## src/design/sparseMac_params.svh

```systemverilog
// ======================================
// Build-time sizes of the sparse MAC unit
// Operand width, channel and weight depths
// and the address and sum widths derived
// from them
// ======================================
`ifndef SPARSEMAC_PARAMS_SVH
`define SPARSEMAC_PARAMS_SVH

// Unsigned operand width
`define DATA_WIDTH 8

// Channels scanned per job
`define CHANNEL_DEPTH 16

// Weight block shape
`define BLOCK_DEPTH 2
`define KERNEL_SIZE 9
`define WEI_SLOTS (`BLOCK_DEPTH * `KERNEL_SIZE)

// Compressed address widths
`define CH_ADDR_W $clog2(`CHANNEL_DEPTH)
`define WEI_ADDR_W $clog2(`WEI_SLOTS)

// Sum width, room for three channel-deep sums
`define ACC_WIDTH (`DATA_WIDTH + $clog2(3 * `CHANNEL_DEPTH))

`endif

```

## src/design/sparseDataPkg.sv

```systemverilog
// ======================================
// Data-side types of the sparse MAC unit
// Operand and sum words, flag masks,
// compressed addresses, operand bundle
// ======================================
`include "sparseMac_params.svh"

package sparseDataPkg;

    // Unsigned operand words
    typedef logic [`DATA_WIDTH-1:0] actWord;
    typedef logic [`DATA_WIDTH-1:0] weiWord;

    // Wrapping partial sum
    typedef logic [`ACC_WIDTH-1:0] accWord;

    // One nonzero flag per channel
    typedef logic [`CHANNEL_DEPTH-1:0] flagVec;

    // Compressed activation address and scan offsets
    typedef logic [`CH_ADDR_W-1:0] chAddr;

    // Slot index into the weight block
    typedef logic [`WEI_ADDR_W-1:0] weiAddr;

    // Everything the datapath reads for one job
    // Held stable by the source from start to done
    typedef struct packed {
        actWord [`CHANNEL_DEPTH-1:0] actVec;
        weiWord [`WEI_SLOTS-1:0]     weiBlk;
        weiAddr                      weiBase;
    } macOperands;

endpackage

```

## src/design/sparseCtrlPkg.sv

```systemverilog
// ======================================
// Control-side types of the sparse MAC
// State encoding of the control FSM and
// the per-cycle scan step
// ======================================

package sparseCtrlPkg;

    // Control FSM states
    // IDLE waits for start, COMP scans and accumulates
    typedef enum logic {
        IDLE = 1'b0,
        COMP = 1'b1
    } macState;

    // One scan step of the flag scanner
    // Offsets count the set flags passed in each mask
    typedef struct packed {
        logic                 valid;
        sparseDataPkg::chAddr offsetAct;
        sparseDataPkg::chAddr offsetWei;
    } scanStep;

endpackage

```

## src/design/flagScanner.sv

```systemverilog
// ======================================
// Flag scanner
// Remaining activation and weight masks,
// lowest common channel, address offsets
// and the clear mask for passed flags
// ======================================
`include "sparseMac_params.svh"

module flagScanner (
    input  logic                   clk,
    input  logic                   rst_n,
    input  logic                   start,
    input  sparseDataPkg::flagVec  flagAct,
    input  sparseDataPkg::flagVec  flagWei,
    input  logic                   scanEn,
    output sparseCtrlPkg::scanStep step,
    output logic                   pairsLeft
);
    import sparseDataPkg::*;
    import sparseCtrlPkg::*;

    // One bit wider than chAddr so a full mask is countable
    typedef logic [`CH_ADDR_W:0] flagCount;

    flagVec   remAct;
    flagVec   remWei;
    flagVec   commonMask;
    flagVec   lowBit;
    flagVec   passMask;
    flagCount actCount;
    flagCount weiCount;

    // ======================================
    // Remaining masks
    // ======================================
    always_ff @(posedge clk or negedge rst_n) begin
        if (!rst_n) begin
            remAct <= '0;
            remWei <= '0;
        end else if (start) begin
            // New job, also when a scan is still running
            remAct <= flagAct;
            remWei <= flagWei;
        end else if (step.valid) begin
            // Drop everything up to and including the pair
            remAct <= remAct & ~passMask;
            remWei <= remWei & ~passMask;
        end
    end

    // ======================================
    // Next common channel
    // ======================================
    assign commonMask = remAct & remWei;
    assign pairsLeft  = |commonMask;

    // Isolate lowest set bit, then fill everything below it
    assign lowBit   = commonMask & (~commonMask + flagVec'(1));
    assign passMask = lowBit | (lowBit - flagVec'(1));

    // Set flags at or below the pair channel, per mask
    always_comb begin
        actCount = '0;
        weiCount = '0;
        for (int i = 0; i < `CHANNEL_DEPTH; i++) begin
            actCount = actCount + flagCount'(remAct[i] & passMask[i]);
            weiCount = weiCount + flagCount'(remWei[i] & passMask[i]);
        end
    end

    // A count of CHANNEL_DEPTH truncates to 0
    // which still lands right, the counters wrap at the same size
    assign step = '{
        valid:     scanEn & pairsLeft,
        offsetAct: chAddr'(actCount),
        offsetWei: chAddr'(weiCount)
    };

    // Every granted step passes at least one flag in each mask
    stepPassesFlags: assert property (@(posedge clk) disable iff (!rst_n)
        step.valid |-> (actCount != '0) && (weiCount != '0));

endmodule

```

## src/design/pairAddrCounter.sv

```systemverilog
// ======================================
// Compressed address counters
// Activation address, weight offset and
// the strobe that marks a fresh pair
// ======================================

module pairAddrCounter (
    input  logic                   clk,
    input  logic                   rst_n,
    input  logic                   start,
    input  sparseCtrlPkg::scanStep step,
    output sparseDataPkg::chAddr   actAddr,
    output sparseDataPkg::chAddr   weiOffset,
    output logic                   addrValid
);
    import sparseDataPkg::*;

    // ======================================
    // Address counters
    // ======================================
    // Preset to all-ones so the first offset of 1 gives index 0
    always_ff @(posedge clk or negedge rst_n) begin
        if (!rst_n) begin
            actAddr   <= '1;
            weiOffset <= '1;
        end else if (start) begin
            actAddr   <= '1;
            weiOffset <= '1;
        end else if (step.valid) begin
            // Skip the zeros packed out of each vector
            actAddr   <= actAddr + step.offsetAct;
            weiOffset <= weiOffset + step.offsetWei;
        end
    end

    // ======================================
    // Pair strobe
    // ======================================
    // One cycle behind the step, aligned with the new addresses
    always_ff @(posedge clk or negedge rst_n) begin
        if (!rst_n) begin
            addrValid <= 1'b0;
        end else if (start) begin
            // Restart flushes a pending pair
            addrValid <= 1'b0;
        end else begin
            addrValid <= step.valid;
        end
    end

endmodule

```

## src/design/macControl.sv

```systemverilog
// ======================================
// MAC control FSM
// IDLE/COMP sequencing, scan enable and
// the done pulse after the last product
// ======================================

module macControl (
    input  logic clk,
    input  logic rst_n,
    input  logic start,
    input  logic pairsLeft,
    input  logic addrValid,
    output logic scanEn,
    output logic done
);
    import sparseCtrlPkg::*;

    macState state;

    // ======================================
    // State register
    // ======================================
    always_ff @(posedge clk or negedge rst_n) begin
        if (!rst_n) begin
            state <= IDLE;
        end else begin
            case (state)
                IDLE: begin
                    if (start) begin
                        state <= COMP;
                    end
                end
                COMP: begin
                    // A start here restarts the job in place
                    if (done && !start) begin
                        state <= IDLE;
                    end
                end
                default: begin
                    state <= IDLE;
                end
            endcase
        end
    end

    // ======================================
    // Outputs
    // ======================================
    // Scanner may grant steps for the whole COMP stay
    assign scanEn = (state == COMP);

    // Nothing left to scan and the last pair has drained
    // into the accumulator, so psumOut is final this cycle
    assign done = scanEn && !pairsLeft && !addrValid;

    // Single-cycle done unless a new job follows at once
    doneIsPulse: assert property (@(posedge clk) disable iff (!rst_n)
        done && !start |=> !done);

endmodule

```

## src/design/macAccumulator.sv

```systemverilog
// ======================================
// MAC datapath
// Operand selection from the compressed
// vectors, multiply and wrapping sum
// ======================================
`include "sparseMac_params.svh"

module macAccumulator (
    input  logic                     clk,
    input  logic                     rst_n,
    input  logic                     start,
    input  sparseDataPkg::accWord    psumIn,
    input  sparseDataPkg::macOperands operands,
    input  sparseDataPkg::chAddr     actAddr,
    input  sparseDataPkg::chAddr     weiOffset,
    input  logic                     addrValid,
    output sparseDataPkg::accWord    psumOut
);
    import sparseDataPkg::*;

    weiAddr weiIdx;
    actWord actSel;
    weiWord weiSel;
    accWord product;

    // ======================================
    // Operand select
    // ======================================
    // Weights start at the job's base slot
    assign weiIdx = operands.weiBase + weiAddr'(weiOffset);
    assign actSel = operands.actVec[actAddr];
    assign weiSel = operands.weiBlk[weiIdx];

    // Unsigned multiply, upper bits drop at ACC_WIDTH
    assign product = accWord'(actSel) * accWord'(weiSel);

    // ======================================
    // Accumulator
    // ======================================
    always_ff @(posedge clk or negedge rst_n) begin
        if (!rst_n) begin
            psumOut <= '0;
        end else if (start) begin
            // Seed with the upstream partial sum
            psumOut <= psumIn;
        end else if (addrValid) begin
            // Wraps modulo 2**ACC_WIDTH
            psumOut <= psumOut + product;
        end
    end

    // Base plus packed weight count must stay inside the block
    weiIdxInBlock: assert property (@(posedge clk) disable iff (!rst_n)
        addrValid |-> weiIdx < weiAddr'(`WEI_SLOTS));

endmodule

```

## src/design/sparseMacUnit.sv

```systemverilog
// ======================================
// Sparse MAC unit top level
// Flag scanner, address counters,
// control FSM and accumulator
// ======================================

module sparseMacUnit (
    input  logic                      clk,
    input  logic                      rst_n,
    input  logic                      start,
    input  sparseDataPkg::flagVec     flagAct,
    input  sparseDataPkg::flagVec     flagWei,
    input  sparseDataPkg::macOperands operands,
    input  sparseDataPkg::accWord     psumIn,
    output logic                      done,
    output sparseDataPkg::accWord     psumOut
);
    import sparseDataPkg::*;
    import sparseCtrlPkg::*;

    // Scan side
    scanStep step;
    logic    pairsLeft;
    logic    scanEn;

    // Address side
    chAddr   actAddr;
    chAddr   weiOffset;
    logic    addrValid;

    // ======================================
    // Instances
    // ======================================
    flagScanner scannerInst (
        .clk       (clk),
        .rst_n     (rst_n),
        .start     (start),
        .flagAct   (flagAct),
        .flagWei   (flagWei),
        .scanEn    (scanEn),
        .step      (step),
        .pairsLeft (pairsLeft)
    );

    pairAddrCounter addrInst (
        .clk       (clk),
        .rst_n     (rst_n),
        .start     (start),
        .step      (step),
        .actAddr   (actAddr),
        .weiOffset (weiOffset),
        .addrValid (addrValid)
    );

    macControl ctrlInst (
        .clk       (clk),
        .rst_n     (rst_n),
        .start     (start),
        .pairsLeft (pairsLeft),
        .addrValid (addrValid),
        .scanEn    (scanEn),
        .done      (done)
    );

    macAccumulator accInst (
        .clk       (clk),
        .rst_n     (rst_n),
        .start     (start),
        .psumIn    (psumIn),
        .operands  (operands),
        .actAddr   (actAddr),
        .weiOffset (weiOffset),
        .addrValid (addrValid),
        .psumOut   (psumOut)
    );

endmodule

```

## config.mk

```make
export PLATFORM = sky130hd
export DESIGN_NAME = sparseMacUnit
export DESIGN_NICKNAME = d
export VERILOG_FILES = /design/src/design/sparseDataPkg.sv /design/src/design/sparseCtrlPkg.sv /design/src/design/flagScanner.sv /design/src/design/pairAddrCounter.sv /design/src/design/macControl.sv /design/src/design/macAccumulator.sv /design/src/design/sparseMacUnit.sv
export VERILOG_INCLUDE_DIRS = /design/src /design/src/design
export SDC_FILE = /design/constraint.sdc
export NUM_CORES = 1
export LEC_CHECK = 0
export BUFFER_PORTS_ARGS = -buffer_cell sky130_fd_sc_hd__buf_2
export CORE_UTILIZATION = 40
export CTS_BUF_LIST = sky130_fd_sc_hd__clkbuf_4
export CTS_CLUSTER_SIZE = 30
export DETAILED_ROUTE_END_ITERATION = 10
export PLACE_DENSITY = 0.71
export SLEW_MARGIN = 20
export SYNTH_ARGS = -nofsm -noshare
export SYNTH_HDL_FRONTEND = slang
export SYNTH_HIERARCHICAL = 1
export SYNTH_SLANG_ARGS = --single-unit
```

## constraint.sdc

```tcl
create_clock -name clk -period 6.1 [get_ports clk]
set_input_delay 0.61 -clock clk [delete_from_list [all_inputs] [get_ports clk]]
set_output_delay 0.61 -clock clk [all_outputs]
set_load 0.1 [all_outputs]
```

# ---- Word level (Yosys, flattened, before mapping)
# Index checks and enable logic that the tools add are counted.
dict set report totals {
  output_inout_bits 15
  wordCells 114
  reg_bits 56
}
dict set report classes {
  n_lt_le_gt_ge 2
  bitwise_logic 41
  n_mul 1
  addsub 36
  n_mux 18
  n_reduce_logical 9
}
# cell count
set ops {}
lappend ops {{4-bit adder} 32}
lappend ops {{16-bit bitwise AND} 4}
lappend ops {{16-bit two-way mux} 4}
lappend ops {{8-bit binary-select mux with 5-bit select} 1}
lappend ops {{1-bit bitwise AND} 33}
lappend ops {{8-bit binary-select mux with 4-bit select} 1}
lappend ops {{16-bit NOT} 2}
lappend ops {{14-bit two-way mux} 2}
lappend ops {{16-bit by 1-bit adder with 16-bit output, second input constant} 1}
lappend ops {{4-bit two-way mux} 4}
lappend ops {{8-bit two-way mux} 2}
lappend ops {{16-bit OR} 1}
lappend ops {{16-bit OR reduction} 1}
lappend ops {{16-bit by 1-bit subtractor with 16-bit output, second input constant} 1}
lappend ops {{14-bit adder} 1}
lappend ops {{8-bit by 8-bit multiplier with 14-bit output} 1}
lappend ops {{5-bit by 6-bit less-than comparator with 1-bit output, second input constant} 1}
lappend ops {{5-bit by 4-bit adder with 5-bit output} 1}
lappend ops {{4-bit by 5-bit less-than comparator with 1-bit output, second input constant} 1}
lappend ops {{2-bit nonzero test} 2}
lappend ops {{1-bit logical AND} 3}
lappend ops {{1-bit zero test} 3}
lappend ops {{1-bit two-way mux} 3}
lappend ops {{1-bit case mux with 2 select lines} 1}
lappend ops {{1-bit NOT} 1}

# ---- Longest topological paths before layout
# Gate-level depths: netlist of run 1.
dict set report depth {
  depth_word 25
  depth_mapped 27
}

# ---- Hierarchy
# The synthesis of run 1 kept the hierarchy.
# module seq_area_each_um2 area_per_inst_um2 cells_per_inst n_inst
set by_module_without_submodules {}
lappend by_module_without_submodules {macAccumulator 350.3 5290.1 509 1}
lappend by_module_without_submodules {flagScanner 800.8 2381.0 225 1}
lappend by_module_without_submodules {pairAddrCounter 235.2 618.1 60 1}
lappend by_module_without_submodules {macControl 25.0 48.8 4 1}

# ---- Worst setup path before layout of run 1
# No wires, ideal clock.
dict set report synth_timing {
  path_type {input to register}
  startpoint {input port operands[0] (netlist bit)}
  endpoint {register accInst.psumOut[13]}
  slack_ns -0.399
  path_stages 24
  t_required_ns 5.964
  arrival_time_ns 6.363
  setup_ns 0.136
  path_cell_list {ha_1 -> fa_1 -> buf_2 -> clkbuf_1 -> mux4_2 -> mux2_2 -> a21oi_1 -> o22a_1 -> nor2b_1 -> fa_1 -> fa_1 -> fa_1 -> inv_1 -> fa_1 -> inv_1 -> ha_1 -> o21a_1 -> o21ai_0 -> nand2b_1 -> a41oi_1 -> nand2b_1 -> nor2_1 -> o21bai_1 -> a32oi_1}
}
dict set report synth_via {
  elab_chain_len 7
}
# element line_no
set synth_lines {}
lappend synth_lines {{start: declaration} sparseMacUnit.sv:13} ;# input sparseDataPkg::macOperands operands,
lappend synth_lines {{5-bit by 4-bit adder with 5-bit output} macAccumulator.sv:30} ;# assign weiIdx = operands.weiBase + weiAddr'(weiOffset);
lappend synth_lines {{8-bit binary-select mux with 5-bit select} macAccumulator.sv:32} ;# assign weiSel = operands.weiBlk[weiIdx];
lappend synth_lines {{8-bit two-way mux (not written as such)} macAccumulator.sv:32}
lappend synth_lines {{8-bit by 8-bit multiplier with 14-bit output} macAccumulator.sv:35} ;# assign product = accWord'(actSel) * accWord'(weiSel);
lappend synth_lines {{14-bit adder} macAccumulator.sv:48} ;# psumOut <= psumOut + product;
lappend synth_lines {{14-bit two-way mux} macAccumulator.sv:46} ;# end else if (addrValid) begin
lappend synth_lines {{14-bit two-way mux} macAccumulator.sv:43} ;# end else if (start) begin
lappend synth_lines {{end signal: assignment} macAccumulator.sv:45} ;# psumOut <= psumIn;
lappend synth_lines {{end signal: assignment} macAccumulator.sv:48}
lappend synth_lines {{end: declaration} macAccumulator.sv:17} ;# output sparseDataPkg::accWord psumOut
# No other way between the ends. The select of a mux whose other input is x is not followed.
# A chain may end at the register's enable or synchronous reset.

# ---- Worst setup path in the final report of run 1
dict set report layout_timing {
  startpoint {register addrInst.weiOffset[0]}
  endpoint {register accInst.psumOut[13]}
}
dict set report layout_via {
  elab_chain_len 7
}
# element line_no
set layout_lines {}
lappend layout_lines {{start: declaration} pairAddrCounter.sv:13} ;# output sparseDataPkg::chAddr weiOffset,
lappend layout_lines {{start signal: assignment} pairAddrCounter.sv:32} ;# weiOffset <= weiOffset + step.offsetWei;
lappend layout_lines {{5-bit by 4-bit adder with 5-bit output} macAccumulator.sv:30}
lappend layout_lines {{8-bit binary-select mux with 5-bit select} macAccumulator.sv:32}
lappend layout_lines {{8-bit two-way mux (not written as such)} macAccumulator.sv:32}
lappend layout_lines {{8-bit by 8-bit multiplier with 14-bit output} macAccumulator.sv:35}
lappend layout_lines {{14-bit adder} macAccumulator.sv:48}
lappend layout_lines {{14-bit two-way mux} macAccumulator.sv:46}
lappend layout_lines {{14-bit two-way mux} macAccumulator.sv:43}
# No other way between the ends. The select of a mux whose other input is x is not followed.

==> impl_metrics.tcl, run 1 <==
set metrics [dict create \
    status "completed" \
    syn_nets 1243 \
    synth.yosys.seq_area_share_pct 16.9 \
    stdcell_count 1452 \
    async_flop_share_pct 100 \
    setup_tns_ps 0 \
    overflow 0 \
    synth_top_area_share_pct 17.8 \
    die_w_um 146 \
    place.detailed.hpwl_um 22200 \
    ant_nets 0 \
    cp.required_ps 6470 \
    cts.htree.levels 2 \
    routed-wl-met3_um 1550 \
    io_pins 341 \
    worstSetupEndpointType "flip-flop" \
    ys.warnings.count 6 \
    crit_fanout 6 \
    synth_edf_count 0 \
    synthTopCellsByArea "mux4_2 18%, fa_1 17%, dfrtp_1 14%" \
    dr.pass1.iters 5 \
    arrival_ps 6380 \
    synth_most_common_cell "inv_1" \
    cts_tree "built" \
    maxSlewHeadroom_pct 36.2 \
    drc 0 \
    cts.root.buffer_cell "clkbuf_4" \
    cts_sinks 56 \
    die-area_mm2 0.0214 \
    core_mm2 0.0204 \
    drt_wl_total_um 26100 \
    syn_avg_cell_area_um2 10.4 \
    synth.cells.most_frequent "122 x inv_1, 71 x fa_1, 66 x mux4_2" \
    insertion_delay_ps 450 \
    wl_per_cell_um 18.0 \
    layout_min_cycle_time_ps 6010 \
    rsz0062_at_grt "true" \
    routed_via_density 5.29 \
    netlist_area_mm2 0.00834 \
    dp_cells 1430 \
    skew_ps 18.8 \
    synth_cell_types 68 \
    cp-start-kind "flip-flop" \
    nets 1623 \
    cts.clk_slew.worst_paths_ps 210 \
    syn-instance-count 798 \
    grt_pass1_wl_um 41500 \
    synth_seq_cells 56 \
    areaGrowthSynthToFinish_pct 32.5 \
    rows 52 \
    grt_pass1_vias 8148 \
    port_buffers 340 \
    wl_met2_um 13600 \
    slew_violations 0 \
    clk_path_buf_depth 2 \
    maxCapViolCount 0 \
    worst_pin_slew_ps 957 \
    top_layer_used "met5" \
    fmax_ghz 0.166 \
    hold_viol 0 \
    setup-violations-final 0 \
    n_fill_cell 1836 \
    start_util_pct 40.9 \
    grt_max_degree 75 \
    fin_crit_sh_pct 98.6 \
    vias 7687 \
    regArea_mm2 0.00141 \
    grt_use_total_pct 24.8 \
    hold_class "primary input to asynchronous set/reset pin" \
    synth_largest_area_cell "mux4_2" \
    die_h_um 146 \
    gp_congestion 0.889 \
    first_iter_violations 344 \
    met1_length_um 10000 \
    synthFlopType "dfrtp_1" \
    drive_gt1_share_pct 47.5 \
    numCtsBuffers 5 \
    multi_input_area_mm2 0.00651 \
    antenna_found_initial 3 \
    path_class "flip-flop to flip-flop" \
    post-route-util_pct 54.2 \
]
## critical path, stage by stage (launching register included)
cell,delay [ps]
dfstp_2,600
ha_4,130
fa_2,460
or2_4,260
a2111o_1,420
buf_6,170
o22a_4,210
or2_4,240
fa_1,550
inv_1,60
fa_2,430
fa_1,540
inv_1,50
fa_1,480
inv_2,40
ha_4,150
nor4_4,310
o21ai_4,120
a41oi_2,200
nand2_1,90
nor2_1,150
o21ai_1,80
a32oi_1,180
## cell usage in the layout, fill, tap and decap left out, types with 4 or more instances in the layout
cell and n:
and2_2 4, a21o_1 9, buf_4 57, xor2_1 4, nor2b_1 19, ha_4 4
fa_1 69, and3_1 5, inv_2 5, a21oi_2 9, nand3_1 8, clkbuf_4 5
buf_6 6, dfrtp_1 48, o21ai_1 9, nand2_1 55, xnor2_1 13, mux4_2 66
a21oi_1 46, buf_2 340, and2_1 17, mux2_2 12, mux2i_1 61, ha_1 44
nand2b_1 15, a22oi_1 4, nor2_1 34, inv_1 117, dfstp_2 8, o21ai_0 13
## registers in the layout (all words and copies together), names as in the netlist
register	cells
accInst/psumOut	14
addrInst/actAddr	4
addrInst/addrValid	1
addrInst/weiOffset	4
ctrlInst/scanEn	1
scannerInst/remAct	16
scannerInst/remWei	16
## kinds of logic after synthesis
family / count (synthesis) / synth area share (%)
flip-flops: 56 / 16.9
adder cells (fa/ha/maj): 119 / 24.2
AND/OR/NAND/NOR: 179 / 11.1
XOR/XNOR: 19 / 2.18
AO/OA/AOI/OAI: 128 / 10.1
buffers and inverters: 155 / 7.73
multiplexers: 142 / 27.7
## per-layer routing
layer	global-route usage (%)	up-vias
met1	29.2	3802
met5	0	-
li1	-	3557
met3	5.22	48
met2	44.7	278
met4	8.54	2
## path summary, 6_finish.rpt
path | slack, ps | start | cells past startpoint | to
setup reg to reg | 90 | addrInst/weiOffset[0] | 22 | accInst/psumOut[13]
setup / recovery | 90 | addrInst/weiOffset[0] | 22 | accInst/psumOut[13]
hold / removal | 290 | rst_n | 2 | scannerInst/remAct[1]
hold reg to reg | 550 | addrInst/weiOffset[3] | 2 | addrInst/weiOffset[3]
min in group clk | 360 | psumIn[0] | 3 | accInst/psumOut[0]
max in group asynchronous | 5300 | rst_n | 2 | accInst/psumOut[10]
## final cells by class
cell class | count | area share, %
Tap cell | 270 | 3.06
Clock buffer | 5 | 0.340
Multi-Input combinational cell | 587 | 58.9
Inverter | 122 | 4.15
Clock inverter | 3 | 0.261
Antenna cell | 3 | 0.0680
Sequential cell | 56 | 12.8
Timing Repair Buffer | 406 | 20.4
## per-stage QoR
step | setup slack, ps | hold slack [ps] | instance area (um^2)
6_report | 85.8 | 293 | 11000
3_3_place_gp | -329 | 506 | 10700
5_1_grt | -298 | 327 | 11000
3_5_place_dp | -452 | 525 | 10700
2_1_floorplan | 16.9 | 314 | 8450
4_1_cts | 4.84 | 279 | 10800
## repair_timing
action                                  in CTS  in global routing
pin swaps                                    2                 22
resized for setup                           10                 35
endpoints found under the setup margin       4                  9
gates cloned                                 0                  0
buffers inserted                             2                  9
hold buffers                                 0                  0
Power of run 1 is left out: the tool's default activity adds up to more than one toggle a clock period on the data nets, which glitch-free logic cannot reach.
==> run 2, diff against run 1 <==
--- a/config.mk
+++ b/config.mk
@@ -6,14 +6,15 @@
 export SDC_FILE = /design/constraint.sdc
 export NUM_CORES = 1
 export LEC_CHECK = 0
+export ABC_AREA = 1
 export BUFFER_PORTS_ARGS = -buffer_cell sky130_fd_sc_hd__buf_2
 export CORE_UTILIZATION = 40
 export CTS_BUF_LIST = sky130_fd_sc_hd__clkbuf_4
+export CTS_CLUSTER_DIAMETER = 40
 export CTS_CLUSTER_SIZE = 30
 export DETAILED_ROUTE_END_ITERATION = 10
 export PLACE_DENSITY = 0.71
 export SLEW_MARGIN = 20
 export SYNTH_ARGS = -nofsm -noshare
 export SYNTH_HDL_FRONTEND = slang
-export SYNTH_HIERARCHICAL = 1
 export SYNTH_SLANG_ARGS = --single-unit
==> impl_metrics.tcl, run 2 <==
set metrics [dict create \
    cts.root.buffer_cell "clkbuf_4" \
    start_util_pct 41.1 \
    grt_pass1_vias 9188 \
    numCtsBuffers 5 \
    wl_per_cell_um 15.8 \
    ys.warnings.count 0 \
    grt_pass1_wl_um 46100 \
    place.detailed.hpwl_um 24100 \
    vias 9449 \
    synthFlopType "dfrtp_1" \
    hold_class "primary input to asynchronous set/reset pin" \
    status "completed" \
    path_class "flip-flop to flip-flop" \
    dr.pass1.iters 5 \
    async_flop_share_pct 100 \
    io_pins 341 \
    grt_max_degree 73 \
    maxCapViolCount 0 \
    cp-start-kind "flip-flop" \
    setup_tns_ps 0 \
    synthTopCellsByArea "fa_1 17%, nand2_1 17%, dfrtp_1 14%" \
    grt_use_total_pct 26.7 \
    crit_fanout 19 \
    cts.htree.levels 2 \
    nets 2009 \
    core_mm2 0.0204 \
    cpMaxStageDelayCell "dfstp_2" \
    layout_min_cycle_time_ps 5800 \
    worstSetupEndpointType "flip-flop" \
    overflow 0 \
    first_iter_violations 563 \
    gp_congestion 0.984 \
    setup-violations-final 0 \
    insertion_delay_ps 410 \
    synth.cells.most_frequent "386 x nand2_1, 182 x inv_1, 93 x nand3_1" \
    critical-path-max-stage-delay_ps 600 \
    ant_nets 0 \
    die_h_um 147 \
    hold_viol 0 \
    reg_top3 "scannerInst.remAct: 16 flops, scannerInst.remWei: 16 flops, accInst.psumOut: 14 flops" \
    final_cell_mix "385 x nand2_1, 340 x buf_2, 179 x inv_1" \
    layout_commonest_cell "nand2_1" \
    antenna_found_initial 3 \
    clk_path_buf_depth 2 \
    n_fill_cell 2039 \
    synth_most_common_cell "nand2_1" \
    cts_sinks 56 \
    stdcell_count 1842 \
    post-route-util_pct 52.2 \
    dp_cells 1828 \
    path_common_cell "nand2_1" \
    arrival_ps 6110 \
    drc 0 \
    die-area_mm2 0.0215 \
    slew_violations 0 \
    cp.required_ps 6410 \
    syn_nets 1682 \
    syn_avg_cell_area_um2 6.74 \
    cp_num_buf_inv 5 \
    cts_tree "built" \
    fmax_ghz 0.172 \
    die_w_um 147 \
    areaGrowthSynthToFinish_pct 27.0 \
    rows 52 \
    cts.clk_slew.worst_paths_ps 180 \
    synth_top_area_share_pct 17.5 \
    skew_ps 33.9 \
    syn-instance-count 1241 \
    routed_via_density 5.13 \
    path_depth 28 \
    synth_edf_count 0 \
    synth_largest_area_cell "fa_1" \
    fin_crit_sh_pct 95.1 \
    maxSlewHeadroom_pct 39.0 \
    cp_top_family "adder cells" \
    drt_wl_total_um 29100 \
    synth_cell_types 43 \
    netlist_area_mm2 0.00836 \
    port_buffers 340 \
    worst_pin_slew_ps 915 \
    synth.yosys.seq_area_share_pct 16.9 \
    postCtsHoldBufs 0 \
    reg2reg_depth 28 \
    drive_gt1_share_pct 27.3 \
    synth_seq_cells 56 \
]
-- run 2: through the flow --
| step | setup slack [ps] | hold WS [ps] | cell area (um^2) |
|---|---|---|---|
| 3_3_place_gp | 32.7 | 512 | 10500 |
| 6_report | 298 | 319 | 10600 |
| 4_1_cts | 137 | 344 | 10500 |
| 2_1_floorplan | 143 | 314 | 8360 |
| 3_5_place_dp | -1.71 | 515 | 10500 |
| 5_1_grt | -22.9 | 368 | 10600 |
-- run 2: timing repair --
item,4_1_cts,5_1_grt
gates resized for setup,0,11
setup buffers,0,2
endpoints found under the setup margin,0,5
-- run 2: cells by family (layout without fill, tap and decap cells) --
logic type               after synthesis  count (layout)  share of synthesized area (%)
AO/OA/AOI/OAI                        223             223                           16.8
XOR/XNOR                              18              18                           1.97
adder cells (fa/ha/maj)              115             115                           23.8
buffers and inverters                247             575                           11.6
flip-flops                            56              56                           16.9
multiplexers                           7               7                          0.838
other                                  0               3                              0
AND/OR/NAND/NOR                      575             575                           28.2
-- run 2: final cells by class --
cell class	instances	area [um^2]	share of cell area [%]
diodes	3	7.51	0.0706
flip-flops and latches	56	1410	13.3
multi-input cells	938	6030	56.7
clock buffers	5	37.5	0.353
clock inverters	3	21.3	0.200
inverters	190	713	6.71
well taps	270	338	3.18
repair buffers	377	2070	19.5
-- run 2: final timing paths --
check                                 startpoint                     end  slack (ps)
setup / recovery           addrInst.weiOffset[0]     accInst.psumOut[13]         300
hold / removal                             rst_n  scannerInst.remWei[15]         320
max in group asynchronous                  rst_n   scannerInst.remAct[3]        5280
hold reg to reg            addrInst.weiOffset[3]   addrInst.weiOffset[3]         540
min in group clk                      flagWei[9]   scannerInst.remWei[9]         380
setup reg to reg           addrInst.weiOffset[0]     accInst.psumOut[13]         300
-- run 2: per-layer routing --
layer / global-route usage (%) / vias up / part of all wire, %
met5: 0 / - / 0
met4: 7.60 / 0 / 2.3
met3: 2.03 / 34 / 5.5
met2: 47.3 / 365 / 50
met1: 34.7 / 4392 / 42
li1: - / 4658 / -
Power of run 2 is left out for the same reason.
==> run 3, diff against run 2 <==
==> constraint.sdc (replaced) <==
create_clock -name clk -period 5.11 [get_ports clk]
set_input_delay 0.511 -clock clk [delete_from_list [all_inputs] [get_ports clk]]
set_output_delay 0.511 -clock clk [all_outputs]
set_load 0.1 [all_outputs]
==> impl_metrics.tcl, run 3 (synthesized netlist as in run 2, its figures left out) <==
set metrics [dict create \
    fin_crit_sh_pct 111 \
    layout_min_cycle_time_ps 5670 \
    vias 9893 \
    placed_area_mm2 0.0113 \
    skew_ps 19.5 \
    grt_use_total_pct 28.6 \
    n_fill_cell 2020 \
    path_class "flip-flop to flip-flop" \
    postCtsHoldBufs 0 \
    first_iter_violations 515 \
    numCtsBuffers 5 \
    cts.clk_slew.worst_paths_ps 190 \
    cts_sinks 56 \
    wl_per_cell_um 15.8 \
    top_layer_used "met4" \
    gp_congestion 0.946 \
    overflow 0 \
    routed_via_density 5.08 \
    final_cell_mix "371 x nand2_1, 340 x buf_2, 171 x inv_1" \
    regArea_mm2 0.00141 \
    cp.required_ps 5430 \
    place.detailed.hpwl_um 25900 \
    die-area_mm2 0.0215 \
    grt_pass1_vias 9823 \
    wl_met2_um 15300 \
    port_buffers 340 \
    die_h_um 147 \
    hold_ws_ps 201 \
    worstSetupEndpointType "flip-flop" \
    maxCapViolCount 0 \
    areaGrowthSynthToFinish_pct 39.5 \
    rsz0062_at_grt "true" \
    drt_wl_total_um 30800 \
    grt_pass1_wl_um 49100 \
    antenna_found_initial 4 \
    drive_gt1_share_pct 35.1 \
    routed-wl-met3_um 1420 \
    maxSlewHeadroom_pct 37.7 \
    rows 52 \
    crit_fanout 9 \
    status "finished, violations left" \
    cts.htree.levels 2 \
    reg_top3 "scannerInst.remAct: 16 flops, scannerInst.remWei: 16 flops, accInst.psumOut: 14 flops" \
    die_w_um 147 \
    io_pins 341 \
    setup_tns_ps -3260 \
    violations "setup timing" \
    hold_viol 0 \
    hold_class "primary input to asynchronous set/reset pin" \
    grt_max_degree 57 \
    clk_path_buf_depth 2 \
    setup-violations-final 9 \
    dr.pass1.iters 5 \
    met1_length_um 13500 \
    fin_area_mm2 0.0117 \
    cts.root.buffer_cell "clkbuf_4" \
    post-place-ws_ps -823 \
    cts_tree "built" \
    fmax_ghz 0.176 \
    start_util_pct 41.1 \
    drc 0 \
    arrival_ps 6000 \
    layout_commonest_cell "nand2_1" \
    setup_ws_ps -565 \
    nets 2115 \
    multi_input_area_mm2 0.00626 \
    cp-start-kind "flip-flop" \
    core_mm2 0.0204 \
    ant_nets 0 \
    insertion_delay_ps 420 \
    slew_violations 0 \
    worst_pin_slew_ps 934 \
]
## run 3: cell count changes in the layout (fill, tap and decap cells not counted), sizes merged
cell,delta
buf,+107
clkbuf,-1
clkinv,-1
clkinvlp,-1
diode,+1
inv,+2
## run 3: final timing paths
path,startpoint,slack (ps),cells after the start,endpoint
worst max register to register,addrInst.weiOffset[0],-560,27,accInst.psumOut[12]
min in group clk,flagAct[9],270,3,scannerInst.remAct[9]
max in group asynchronous,rst_n,4440,2,scannerInst.remWei[15]
worst max-delay path,addrInst.weiOffset[0],-560,27,accInst.psumOut[12]
worst min register to register,scannerInst.remAct[13],560,2,scannerInst.remAct[13]
worst min-delay path,rst_n,200,2,accInst.psumOut[6]
## run 3: layout make-up
cell class,count,share of cell area (%)
multi-input cells,938,53.6
repair buffers,483,24.6
flip-flops and latches,56,12.1
inverters,190,6.16
well taps,270,2.90
clock buffers,5,0.322
clock inverters,3,0.247
diodes,4,0.0858
## run 3: repair_timing
item | 4_1_cts | 5_1_grt
setup endpoints to repair | 10 | 16
pin swaps | 17 | 31
buffers inserted | 6 | 10
gates resized for setup | 24 | 24
gates cloned | 1 | 0
## run 3: per-stage QoR
stage	util, %	cells
3_3_place_gp	55.5	1921
6_report	57.3	1949
5_1_grt	57.3	1949
3_5_place_dp	55.5	1921
4_1_cts	56.6	1936
2_1_floorplan	-	1241
## run 3: per-layer routing
metal | global-route usage [%] | up-vias
li1 | - | 4879
met5 | 0 | -
met1 | 37.9 | 4633
met3 | 2.28 | 43
met2 | 50.7 | 338
met4 | 6.20 | 0
## run 3: critical path, cell delays in order, from the launching register on
cell	delay [ps]
dfstp_2	600
ha_4	140
fa_1	440
buf_4	210
nor2_4	210
nand2_4	100
buf_4	140
o21ai_2	150
nand2_2	120
inv_1	90
nand2_1	80
fa_1	500
fa_1	500
inv_1	50
fa_1	560
inv_1	60
fa_1	490
inv_2	50
ha_4	220
nand2_1	60
inv_1	50
a21oi_2	150
o21ai_2	80
nand2_1	90
nand2_1	70
a21oi_2	150
xor2_1	150
o21ai_1	70
Power of run 3 is left out for the same reason.
